<file path="src/hdl/poolPkg.sv">
// Pooling stage shared widths, lane vector type and state/opcode encodings
package poolPkg;

    // ========================================
    // Activation and lane geometry
    // ========================================
    localparam int ACT_WIDTH  = 8;
    localparam int NUM_LANE   = 8;
    localparam int LANE_WIDTH = $clog2(NUM_LANE);
    localparam int ACT_MAX    = 2**ACT_WIDTH - 1;

    typedef logic [ACT_WIDTH-1:0] actT;
    typedef actT [NUM_LANE-1:0] actVecT;

    // ========================================
    // Neighbor count K = 2^kLog
    // ========================================
    localparam int KLOG_WIDTH = 3;
    localparam int KLOG_MIN   = 2;
    localparam int KLOG_MAX   = 4;
    // Word index within one point
    localparam int CNT_WIDTH  = KLOG_MAX;
    // Sum of up to 2^KLOG_MAX activations
    localparam int ACC_WIDTH  = ACT_WIDTH + KLOG_MAX;

    // ========================================
    // Requantization
    // ========================================
    localparam int SCALE_WIDTH = 8;
    localparam int SHIFT_WIDTH = 4;
    localparam int PROD_WIDTH  = ACT_WIDTH + SCALE_WIDTH;

    typedef enum logic {
        POOL_MAX = 1'b0,
        POOL_AVG = 1'b1
    } poolOpE;

    typedef enum logic [1:0] {
        CORE_IDLE = 2'd0,
        CORE_ACC  = 2'd1,
        CORE_QNT  = 2'd2
    } coreStateE;

endpackage

</file>
<file path="src/hdl/poolDistributor.sv">
// Pool distributor: holds the configuration, counts words and steers points round-robin
`timescale 1ns/1ps

module poolDistributor #(
    parameter int NUM_CORE = 4
) (
    input  logic                               clk,
    input  logic                               rstN,
    // Configuration strobe
    input  logic                               cfgVld,
    input  poolPkg::poolOpE                    cfgOp,
    input  logic [poolPkg::KLOG_WIDTH-1:0]     cfgKLog,
    input  logic [poolPkg::SCALE_WIDTH-1:0]    cfgScale,
    input  logic [poolPkg::SHIFT_WIDTH-1:0]    cfgShift,
    input  poolPkg::actT                       cfgZp,
    // Word stream
    input  logic                               inStb,
    input  poolPkg::actVecT                    inDat,
    input  logic [NUM_CORE-1:0]                coreBusy,
    // Shared core bus
    output logic [NUM_CORE-1:0]                wordStb,
    output logic                               wordFirst,
    output logic                               wordLast,
    output poolPkg::actVecT                    wordDat,
    output poolPkg::poolOpE                    op,
    output logic [poolPkg::KLOG_WIDTH-1:0]     kLog,
    output logic [poolPkg::SCALE_WIDTH-1:0]    scale,
    output logic [poolPkg::SHIFT_WIDTH-1:0]    shift,
    output poolPkg::actT                       zp,
    output logic                               busy
);
    import poolPkg::*;

    localparam int PTR_WIDTH = (NUM_CORE > 1) ? $clog2(NUM_CORE) : 1;

    logic [CNT_WIDTH-1:0] wordCnt;
    logic [CNT_WIDTH-1:0] lastCnt;
    logic [PTR_WIDTH-1:0] corePtr;
    logic                 midPoint;
    logic                 kLogLegal;
    logic                 cfgAccept;

    // ========================================
    // Configuration acceptance
    // ========================================
    // A word arriving this cycle already makes the point partial
    assign midPoint  = (wordCnt != '0) || inStb;
    assign kLogLegal = (cfgKLog >= KLOG_WIDTH'(KLOG_MIN)) && (cfgKLog <= KLOG_WIDTH'(KLOG_MAX));
    assign cfgAccept = cfgVld && !midPoint && kLogLegal;

    always_ff @(posedge clk) begin
        if (!rstN) begin
            op    <= POOL_MAX;
            kLog  <= KLOG_WIDTH'(KLOG_MIN);
            scale <= SCALE_WIDTH'(1);
            shift <= '0;
            zp    <= '0;
        end else if (cfgAccept) begin
            op    <= cfgOp;
            kLog  <= cfgKLog;
            scale <= cfgScale;
            shift <= cfgShift;
            zp    <= cfgZp;
        end
    end

    // ========================================
    // Word counting and core pointer
    // ========================================
    assign lastCnt   = CNT_WIDTH'((1 << kLog) - 1);
    assign wordFirst = (wordCnt == '0);
    assign wordLast  = (wordCnt == lastCnt);
    assign wordDat   = inDat;

    always_ff @(posedge clk) begin
        if (!rstN) begin
            wordCnt <= '0;
            corePtr <= '0;
        end else if (inStb) begin
            if (wordLast) begin
                wordCnt <= '0;
                // Next point goes to the next core
                corePtr <= (corePtr == PTR_WIDTH'(NUM_CORE - 1)) ? '0 : corePtr + 1'b1;
            end else begin
                wordCnt <= wordCnt + 1'b1;
            end
        end
    end

    // One-hot steering of the current word
    always_comb begin
        wordStb = '0;
        if (inStb) begin
            wordStb[corePtr] = 1'b1;
        end
    end

    assign busy = (wordCnt != '0) || (|coreBusy);

endmodule

</file>
<file path="src/hdl/poolCore.sv">
// Pool core: reduces K neighbor vectors by max or average, then requantizes lane by lane
`timescale 1ns/1ps

module poolCore (
    input  logic                               clk,
    input  logic                               rstN,
    // Word bus from the distributor
    input  logic                               wordStb,
    input  logic                               wordFirst,
    input  logic                               wordLast,
    input  poolPkg::actVecT                    wordDat,
    // Configuration, latched on the first word
    input  poolPkg::poolOpE                    op,
    input  logic [poolPkg::KLOG_WIDTH-1:0]     kLog,
    input  logic [poolPkg::SCALE_WIDTH-1:0]    scale,
    input  logic [poolPkg::SHIFT_WIDTH-1:0]    shift,
    input  poolPkg::actT                       zp,
    // Result side
    output logic                               busy,
    output logic                               doneStb,
    output poolPkg::actVecT                    result
);
    import poolPkg::*;

    coreStateE             state;
    logic [LANE_WIDTH-1:0] laneIdx;

    // Per-point configuration
    poolOpE                 opR;
    logic [KLOG_WIDTH-1:0]  kLogR;
    logic [SCALE_WIDTH-1:0] scaleR;
    logic [SHIFT_WIDTH-1:0] shiftR;
    actT                    zpR;

    logic [ACC_WIDTH-1:0]  acc [NUM_LANE];

    // Requantization datapath
    logic [ACC_WIDTH-1:0]  accSel;
    actT                   pooled;
    logic [PROD_WIDTH-1:0] prod;
    logic [PROD_WIDTH-1:0] prodShift;
    logic [PROD_WIDTH:0]   biased;
    actT                   qntVal;

    // ========================================
    // Control FSM
    // ========================================
    always_ff @(posedge clk) begin
        if (!rstN) begin
            state   <= CORE_IDLE;
            laneIdx <= '0;
            doneStb <= 1'b0;
        end else begin
            doneStb <= 1'b0;
            case (state)
                CORE_IDLE: begin
                    if (wordStb && wordFirst) begin
                        state <= wordLast ? CORE_QNT : CORE_ACC;
                    end
                    laneIdx <= '0;
                end
                CORE_ACC: begin
                    if (wordStb && wordLast) begin
                        state <= CORE_QNT;
                    end
                end
                CORE_QNT: begin
                    laneIdx <= laneIdx + 1'b1;
                    if (laneIdx == LANE_WIDTH'(NUM_LANE - 1)) begin
                        state   <= CORE_IDLE;
                        doneStb <= 1'b1;
                    end
                end
                default: state <= CORE_IDLE;
            endcase
        end
    end

    assign busy = (state != CORE_IDLE);

    // ========================================
    // Accumulation
    // ========================================
    always_ff @(posedge clk) begin
        if (wordStb && wordFirst) begin
            opR    <= op;
            kLogR  <= kLog;
            scaleR <= scale;
            shiftR <= shift;
            zpR    <= zp;
            // First word seeds both the maximum and the sum
            for (int l = 0; l < NUM_LANE; l++) begin
                acc[l] <= ACC_WIDTH'(wordDat[l]);
            end
        end else if (wordStb && state == CORE_ACC) begin
            for (int l = 0; l < NUM_LANE; l++) begin
                if (opR == POOL_AVG) begin
                    acc[l] <= acc[l] + ACC_WIDTH'(wordDat[l]);
                end else if (ACC_WIDTH'(wordDat[l]) > acc[l]) begin
                    acc[l] <= ACC_WIDTH'(wordDat[l]);
                end
            end
        end
        if (state == CORE_QNT) begin
            result[laneIdx] <= qntVal;
        end
    end

    // ========================================
    // Lane-serial requantization
    // ========================================
    assign accSel    = acc[laneIdx];
    // Average is the sum divided by K
    assign pooled    = (opR == POOL_MAX) ? accSel[ACT_WIDTH-1:0] : actT'(accSel >> kLogR);
    // Single multiplier shared by all lanes
    assign prod      = PROD_WIDTH'(pooled) * PROD_WIDTH'(scaleR);
    assign prodShift = prod >> shiftR;
    assign biased    = {1'b0, prodShift} + (PROD_WIDTH + 1)'(zpR);
    // Saturate to the activation range
    assign qntVal    = (biased > (PROD_WIDTH + 1)'(ACT_MAX)) ? actT'(ACT_MAX)
                                                             : biased[ACT_WIDTH-1:0];

endmodule

</file>
<file path="src/hdl/poolCollector.sv">
// Pool collector: drains core results in round-robin order onto the output strobe
`timescale 1ns/1ps

module poolCollector #(
    parameter int NUM_CORE = 4
) (
    input  logic               clk,
    input  logic               rstN,
    input  logic [NUM_CORE-1:0] coreDone,
    input  poolPkg::actVecT    coreResult [NUM_CORE],
    output logic               outStb,
    output poolPkg::actVecT    outDat
);
    import poolPkg::*;

    localparam int PTR_WIDTH = (NUM_CORE > 1) ? $clog2(NUM_CORE) : 1;

    logic [PTR_WIDTH-1:0] expPtr;
    logic                 take;

    // Only the core owning the oldest point may be drained
    assign take = coreDone[expPtr];

    // ========================================
    // Order pointer and strobe
    // ========================================
    always_ff @(posedge clk) begin
        if (!rstN) begin
            expPtr <= '0;
            outStb <= 1'b0;
        end else begin
            outStb <= take;
            if (take) begin
                expPtr <= (expPtr == PTR_WIDTH'(NUM_CORE - 1)) ? '0 : expPtr + 1'b1;
            end
        end
    end

    // Output vector register
    always_ff @(posedge clk) begin
        if (take) begin
            outDat <= coreResult[expPtr];
        end
    end

endmodule

</file>
<file path="src/hdl/poolTop.sv">
// Pooling stage top: distributor, array of pool cores and in-order collector
`timescale 1ns/1ps

module poolTop #(
    parameter int NUM_CORE = 4
) (
    input  logic                               clk,
    input  logic                               rstN,
    input  logic                               cfgVld,
    input  poolPkg::poolOpE                    cfgOp,
    input  logic [poolPkg::KLOG_WIDTH-1:0]     cfgKLog,
    input  logic [poolPkg::SCALE_WIDTH-1:0]    cfgScale,
    input  logic [poolPkg::SHIFT_WIDTH-1:0]    cfgShift,
    input  poolPkg::actT                       cfgZp,
    input  logic                               inStb,
    input  poolPkg::actVecT                    inDat,
    output logic                               outStb,
    output poolPkg::actVecT                    outDat,
    output logic                               busy
);
    import poolPkg::*;

    // ========================================
    // Distributor to cores
    // ========================================
    logic [NUM_CORE-1:0]    wordStb;
    logic                   wordFirst;
    logic                   wordLast;
    actVecT                 wordDat;
    poolOpE                 op;
    logic [KLOG_WIDTH-1:0]  kLog;
    logic [SCALE_WIDTH-1:0] scale;
    logic [SHIFT_WIDTH-1:0] shift;
    actT                    zp;

    // Cores to collector
    logic [NUM_CORE-1:0]    coreBusy;
    logic [NUM_CORE-1:0]    coreDone;
    actVecT                 coreResult [NUM_CORE];

    poolDistributor #(
        .NUM_CORE ( NUM_CORE )
    ) uDistributor (
        .clk       ( clk       ),
        .rstN      ( rstN      ),
        .cfgVld    ( cfgVld    ),
        .cfgOp     ( cfgOp     ),
        .cfgKLog   ( cfgKLog   ),
        .cfgScale  ( cfgScale  ),
        .cfgShift  ( cfgShift  ),
        .cfgZp     ( cfgZp     ),
        .inStb     ( inStb     ),
        .inDat     ( inDat     ),
        .coreBusy  ( coreBusy  ),
        .wordStb   ( wordStb   ),
        .wordFirst ( wordFirst ),
        .wordLast  ( wordLast  ),
        .wordDat   ( wordDat   ),
        .op        ( op        ),
        .kLog      ( kLog      ),
        .scale     ( scale     ),
        .shift     ( shift     ),
        .zp        ( zp        ),
        .busy      ( busy      )
    );

    // ========================================
    // Core array
    // ========================================
    for (genvar i = 0; i < NUM_CORE; i++) begin : genCore
        poolCore uCore (
            .clk       ( clk           ),
            .rstN      ( rstN          ),
            .wordStb   ( wordStb[i]    ),
            .wordFirst ( wordFirst     ),
            .wordLast  ( wordLast      ),
            .wordDat   ( wordDat       ),
            .op        ( op            ),
            .kLog      ( kLog          ),
            .scale     ( scale         ),
            .shift     ( shift         ),
            .zp        ( zp            ),
            .busy      ( coreBusy[i]   ),
            .doneStb   ( coreDone[i]   ),
            .result    ( coreResult[i] )
        );
    end

    poolCollector #(
        .NUM_CORE ( NUM_CORE )
    ) uCollector (
        .clk        ( clk        ),
        .rstN       ( rstN       ),
        .coreDone   ( coreDone   ),
        .coreResult ( coreResult ),
        .outStb     ( outStb     ),
        .outDat     ( outDat     )
    );

endmodule

</file>
<file path="config.mk">
export PLATFORM = sky130hd
export DESIGN_NAME = poolTop
export DESIGN_NICKNAME = d
export VERILOG_FILES = /design/src/hdl/poolPkg.sv /design/src/hdl/poolDistributor.sv /design/src/hdl/poolCore.sv /design/src/hdl/poolCollector.sv /design/src/hdl/poolTop.sv
export SDC_FILE = /design/constraint.sdc
export NUM_CORES = 2
export LEC_CHECK = 0
export BUFFER_PORTS_ARGS = -buffer_cell sky130_fd_sc_hd__buf_2
export CAP_MARGIN = 10
export CORE_ASPECT_RATIO = 0.7
export CORE_UTILIZATION = 57
export CTS_BUF_LIST = sky130_fd_sc_hd__clkbuf_16
export CTS_CLUSTER_SIZE = 14
export DETAILED_ROUTE_END_ITERATION = 12
export GPL_TIMING_DRIVEN = 0
export PLACE_DENSITY = 0.74
export REMOVE_ABC_BUFFERS = 1
export SLEW_MARGIN = 20
export SYNTH_ARGS = -nofsm -noshare
export SYNTH_HDL_FRONTEND = slang
export SYNTH_SLANG_ARGS = --single-unit
</file>
<file path="constraint.sdc">
create_clock -name clk -period 12.2 [get_ports clk]
set_input_delay 1.22 -clock clk [delete_from_list [all_inputs] [get_ports clk]]
set_output_delay 1.22 -clock clk [all_outputs]
set_load 0.01 [all_outputs]
</file>
## Word-level counts from Yosys, hierarchy flattened

Memories as Yosys holds them, arrays and structs flattened. A register that Yosys moved wholly into a read port is not among the register bits.
Cells that the tools add are included.

- Memories: 4
- Memory bits (writable): 384
- Register bits after elaboration: 473

- $lt $le $gt $ge: 50
- Multiplexer cells: 312
- Multiply operators: 4
- Reduce and logical (&&, ||, !) cells: 47
- Bitwise gates (word level): 65
- Shift operators: 9
- Add/sub/neg operators: 44
- Equal/unequal tests: 27

Memories:

| memory | depth | width | read ports | clocked after memory_dff | write ports | line | source |
|---|---|---|---|---|---|---|---|
| genCore[0].uCore.acc | 8 | 12 | 9 | 1 | 8 | poolCore.sv:35 | `logic [ACC_WIDTH-1:0] acc [NUM_LANE];` |
| genCore[1].uCore.acc | 8 | 12 | 9 | 1 | 8 | poolCore.sv:35 |  |
| genCore[2].uCore.acc | 8 | 12 | 9 | 1 | 8 | poolCore.sv:35 |  |
| genCore[3].uCore.acc | 8 | 12 | 9 | 1 | 8 | poolCore.sv:35 |  |

Operators with widths:

| cell | count |
|---|---|
| 12-bit 2-to-1 mux | 64 |
| 12-bit by 8-bit adder with 12-bit output | 32 |
| 8-bit by 12-bit > comparator with 1-bit output | 32 |
| 64-bit bitwise mux | 4 |
| 1-bit 2-to-1 mux | 190 |
| 64-bit binary-select mux with 2-bit select | 1 |
| 64-bit 2-to-1 mux | 2 |
| 8-bit demux with 3-bit select | 4 |
| 8-bit 2-to-1 mux | 12 |
| 16-bit by 8-bit adder with 17-bit output | 4 |
| 17-bit by 8-bit > comparator with 1-bit output, second input constant | 4 |
| 8-bit by 8-bit multiplier with 16-bit output | 4 |
| 1-bit bitwise OR | 64 |
| 16-bit by 4-bit right shift with 16-bit output | 4 |
| 12-bit by 3-bit right shift with 8-bit output | 4 |
| 2-bit 2-to-1 mux | 15 |
| 3-bit 2-to-1 mux | 8 |
| 2-bit by 1-bit != test with 1-bit output, second input constant | 12 |
| 2-bit one-hot mux with 3 select lines | 4 |
| 3-bit one-hot mux with 2 select lines | 4 |
| 1-bit logical AND | 20 |
| 3-bit by 4-bit less-than comparator with 1-bit output, second input constant | 4 |
| 2-bit nonzero test | 8 |
| 3-bit by 1-bit adder with 3-bit output, second input constant | 4 |
| 26 further kinds | 54 |

## Logic depth before layout (Yosys ltp)

- Depth in word-level cells: 11
- Mapped depth: 45
- Gate-level depth less buffers: 40

## Hierarchy

From an unflattened synthesis, not the netlist that was laid out.

- Cell total of the unflattened synthesis: 6,792
- Area, all modules: 69,083.8 um^2

By module, submodules not included:

| module | area an instance (um^2) | cells an instance | instances | sequential area each (um^2) |
|---|---|---|---|---|
| poolCore (genCore[1].uCore) | 15,977.8 | 1,611 | 1 | 5,705.5 |
| poolCore (genCore[2].uCore) | 15,969.1 | 1,617 | 1 | 5,705.5 |
| poolCore (genCore[0].uCore) | 15,940.3 | 1,618 | 1 | 5,705.5 |
| poolCore (genCore[3].uCore) | 15,648.8 | 1,581 | 1 | 5,705.5 |
| poolCollector | 3,649.8 | 162 | 1 | 1,981.9 |
| poolDistributor | 1,898.1 | 203 | 1 | 600.6 |

## Least setup slack after synthesis

OpenSTA, ideal clock, no wires.

- Path type: reg2reg
- Start point: register with a tool-made name
- End point: register genCore[0].uCore.result[10] in the netlist's numbering (data pin)
- Library setup time: 0.308 ns
- Required time: 11.892 ns
- Cell stages (with the launch flop): 37
- Period minus slack after synthesis: 9.885 ns
- Arrival time: 9.577 ns
- Path slack: 2.315 ns
- Cell sequence: dfxtp_1 clkbuf_1 buf_2 buf_2 mux4_2 o21ai_0 mux2i_1 mux4_2 a21oi_1 nand2_1 fa_1 fa_1 fa_1 inv_1 fa_1 ha_1 a211oi_1 nor2_1 a211o_1 nor3_1 o21ai_0 a22oi_1 a21oi_1 nand2_1 o21ai_0 ha_1 nor2b_1 o21ai_0 a21boi_0 o21ai_0 nand2b_1 a31oi_1 and2b_4 and4_4 or3_4 nor4_4 o21ai_1

RTL lines:

| item | line | source |
|---|---|---|
| to (signal, indexed assignment) | poolCore.sv:105 | `result[laneIdx] <= qntVal;` |
| to (decl) | poolCore.sv:21 | `output poolPkg::actVecT result` |

==> flow_summary.ini <==
[status]
status = complete, no violations

[timing]
grt_setup_unrepaired = false
hold_viol_final = 0
period_minus_slack_ps = 11580
finalSetupTns_ps = 0
worstMarginPinSlew_ps = 1110
relSlewSlack = 0.259
report.final.slew_viol_count = 0
fin_hold_ws_ps = 565
fin_skew_ps = 53.7
period_share = 0.949
fmax_ghz = 0.0863
setup_violations = 0

[floorplan]
fp.coreArea_sq_mm = 0.117
dieArea_sq_mm = 0.119
row_count = 105
die_x_um = 413
ioPinCount = 158
start_util = 0.575
die_height_um = 289

[setup_path]
r2r_setup_slack_ps = 620
critPathCaptureType = flip-flop
crit_slowest_cell = fa_1
worstPathArrival_ps = 11810
crit_type = reg -> reg
reg2reg_to = genCore[3].uCore.result[47]$_DFFE_PP_
start_kind = flip-flop
critical_path_required_ps = 12430
cpPeakStageDelay_ps = 550
crit_path_max_fanout = 21
ff2ff_path_depth = 36

[global_route]
grt_max_degree = 64
antenna_found_initial = 15
grt_pass1_wl_um = 293000
grt-ovfl-total = 0
first_global_vias = 49273
grt_usage = 0.322

[flow_run]
drv_cap = 0

[final_layout]
nFillCells = 9124
area_growth_syn_to_layout_pct = 9.11
seqCellArea_sq_mm = 0.0254
nNetsFinal = 7574
stdcell_area_sq_mm = 0.0734
final_util = 0.627
multi_input_area_sq_mm = 0.0387
layout-drive-gt1-share = 0.115

[synth]
yosysUniqueCellTypes = 90
synth_seq_cells = 869
netlist_area_sq_mm = 0.0672
synthArstFlopShare = 0
synth-edff-count = 800
syn_area_per_cell_sq_um = 10.4
yosysWarnings = 0
synthFlopType = edfxtp_1
yosysSeqAreaShare = 0.378
synth_cells = 6478

[power_and_ir_drop]
p_leak_nw = 29.9
total_power_mw = 8.42
power.density_mw_per_mm2 = 115
ir_worst_vdd_uv = 137

[clocking]
clock_latency_ps = 700
cts_tree = built
clk_pin_slew_ps = 70
cts.sinks = 869
clockBufferDepth = 3
hold_buffers = 0
htreeDepth = 3
root_buffer = clkbuf_16
cts_made_buffers = 89

[worst_hold_path]
min_path_type = reg -> reg
min_from = uDistributor.wordCnt[0]$_SDFFE_PN0P_
holdPathEnd = uDistributor.wordCnt[0]$_SDFFE_PN0P_
hold-path-cell-count = 2

[routing]
drt-pass1-iter-count = 5
vias = 51672
ant_nets = 0
wl_um = 193000
wl_per_cell_um = 23.4
vias_per_cell = 6.28
drt_iter0_drc = 6203
drc = 0

[placement]
place_area_sq_mm = 0.0704
dp_hpwl_um = 148000
io_buffer_count = 157
routabilityCongestion = 1.02
## timing repair
| item | CTS | global route |
|---|---|---|
| setup endpoints to repair | 40 | 247 |
| setup buffers | 0 | 6 |
| hold endpoints to repair | 0 | 0 |
| gates resized for setup | 1 | 35 |
| pin swaps | 0 | 5 |
## state kept, by name (all words and copies together) (netlist names), named ones only
register	flops
genCore.uCore.acc	384
genCore.uCore.result	256
uCollector.outDat	64
genCore.uCore.scaleR	32
genCore.uCore.zpR	32
genCore.uCore.shiftR	16
genCore.uCore.kLogR	12
genCore.uCore.laneIdx	12
genCore.uCore.state	8
uDistributor.scale	8
uDistributor.zp	8
genCore.uCore.doneStb	4
genCore.uCore.opR	4
uDistributor.shift	4
uDistributor.wordCnt	4
uDistributor.kLog	3
uCollector.expPtr	2
uDistributor.corePtr	2
uCollector.outStb	1
uDistributor.op	1
## report_power, final
part	leakage, nW	internal, mW	switching, mW	total (mW)
Clock	1.44	1.51	1.23	2.74
Sequential	7.85	3.39	0.0879	3.47
Combinational	20.6	0.825	1.38	2.21
Total	29.9	5.72	2.70	8.42
## layout by cell type (no fill, tap or decap), drive strengths merged, types with 130 or more instances in the layout
cell / Yosys / layout
o21ai: 405 / 405
edfxtp: 800 / 800
a21oi: 408 / 408
ha: 704 / 704
fa: 180 / 180
o21bai: 241 / 241
nand2: 565 / 565
mux4: 179 / 179
xnor2: 201 / 201
buf: 41 / 235
inv: 739 / 762
xor2: 162 / 162
and2: 130 / 130
nor2: 444 / 444
## cell usage after synthesis, types with 7 or more instances
library cell / count / area share
o221ai_1: 8 / 0.0010
o21ai_0: 403 / 0.030
xnor2_1: 201 / 0.026
o21bai_1: 241 / 0.027
and2_1: 130 / 0.012
o211a_1: 10 / 0.0015
nand2b_1: 39 / 0.0036
o22a_1: 9 / 0.0012
a211oi_1: 34 / 0.0038
a21oi_1: 407 / 0.030
a21boi_0: 35 / 0.0039
inv_1: 735 / 0.041
nand3_1: 45 / 0.0033
nand2_1: 565 / 0.032
a31oi_1: 20 / 0.0019
xor2_1: 162 / 0.021
or2_2: 15 / 0.0014
buf_1: 28 / 0.0016
nor2b_1: 46 / 0.0043
nor2_1: 444 / 0.025
nor3_1: 51 / 0.0038
fa_1: 180 / 0.054
clkbuf_1: 165 / 0.0092
nor3b_1: 7 / 0.00078
o2111ai_1: 44 / 0.0057
o311ai_0: 9 / 0.0012
a21o_1: 35 / 0.0039
buf_2: 12 / 0.00089
nand4_1: 80 / 0.0074
edfxtp_1: 800 / 0.36
nor4_1: 50 / 0.0047
mux2_2: 92 / 0.015
and3_1: 15 / 0.0014
mux2i_1: 112 / 0.017
o22ai_1: 23 / 0.0021
a22oi_1: 15 / 0.0017
mux4_2: 179 / 0.060
dfxtp_1: 69 / 0.021
or3_1: 20 / 0.0019
o211ai_1: 65 / 0.0073
o31ai_1: 26 / 0.0029
ha_1: 704 / 0.13
o21a_1: 23 / 0.0026
a211o_1: 11 / 0.0014
## layout make-up
cell class	count	area share
tap	1551	0.0264
inverter	743	0.0380
antenna	13	0.000443
sequential	869	0.347
clock inverter	71	0.00745
timing repair buffer	235	0.0225
clock buffer	90	0.0307
multi-input combinational	4660	0.528
## metal layers
metal,track usage,part of all wire
met5,0,0.00012
met1,0.477,0.42
met2,0.458,0.41
met3,0.0990,0.14
met4,0.0758,0.023
## stage by stage
stage	worst slack, ps	cells
finish	619	8232
global route	53.2	8226
CTS	78.8	8213
detailed placement	-190	8052
global placement	-513	7980
floorplan	2130	6272
## worst max-delay path: cells and delay by family, from the launching register on
kind / cells / cell delay, ps
fa+ha+maj: 7 / 3070
compound gates: 17 / 4700
simple gates: 5 / 1140
buf+inv: 3 / 350
flops: 1 / 490
mux: 4 / 1330
## kinds of logic after synthesis
kind of cell	count (synthesis)	share of synthesized area
simple gates	1540	0.106
compound gates	1490	0.140
mux	383	0.0920
flops	869	0.378
fa+ha+maj	884	0.185
buf+inv	949	0.0532
xor+xnor	363	0.0473
## worst max path at each step
stage	from	to	slack, ps	cells past startpoint
after floorplan	flip-flop	genCore[3].uCore.result[10]$_DFFE_PP_	2130	33
after global placement	flip-flop	genCore[3].uCore.result[52]$_DFFE_PP_	-510	33
after detailed placement	flip-flop	genCore[0].uCore.result[13]$_DFFE_PP_	-190	34
after CTS	flip-flop	genCore[0].uCore.result[45]$_DFFE_PP_	80	34
after global routing	flip-flop	genCore[1].uCore.result[55]$_DFFE_PP_	50	40
final	flip-flop	genCore[3].uCore.result[47]$_DFFE_PP_	620	36
Note: power is estimated with default switching activity, not from simulation.
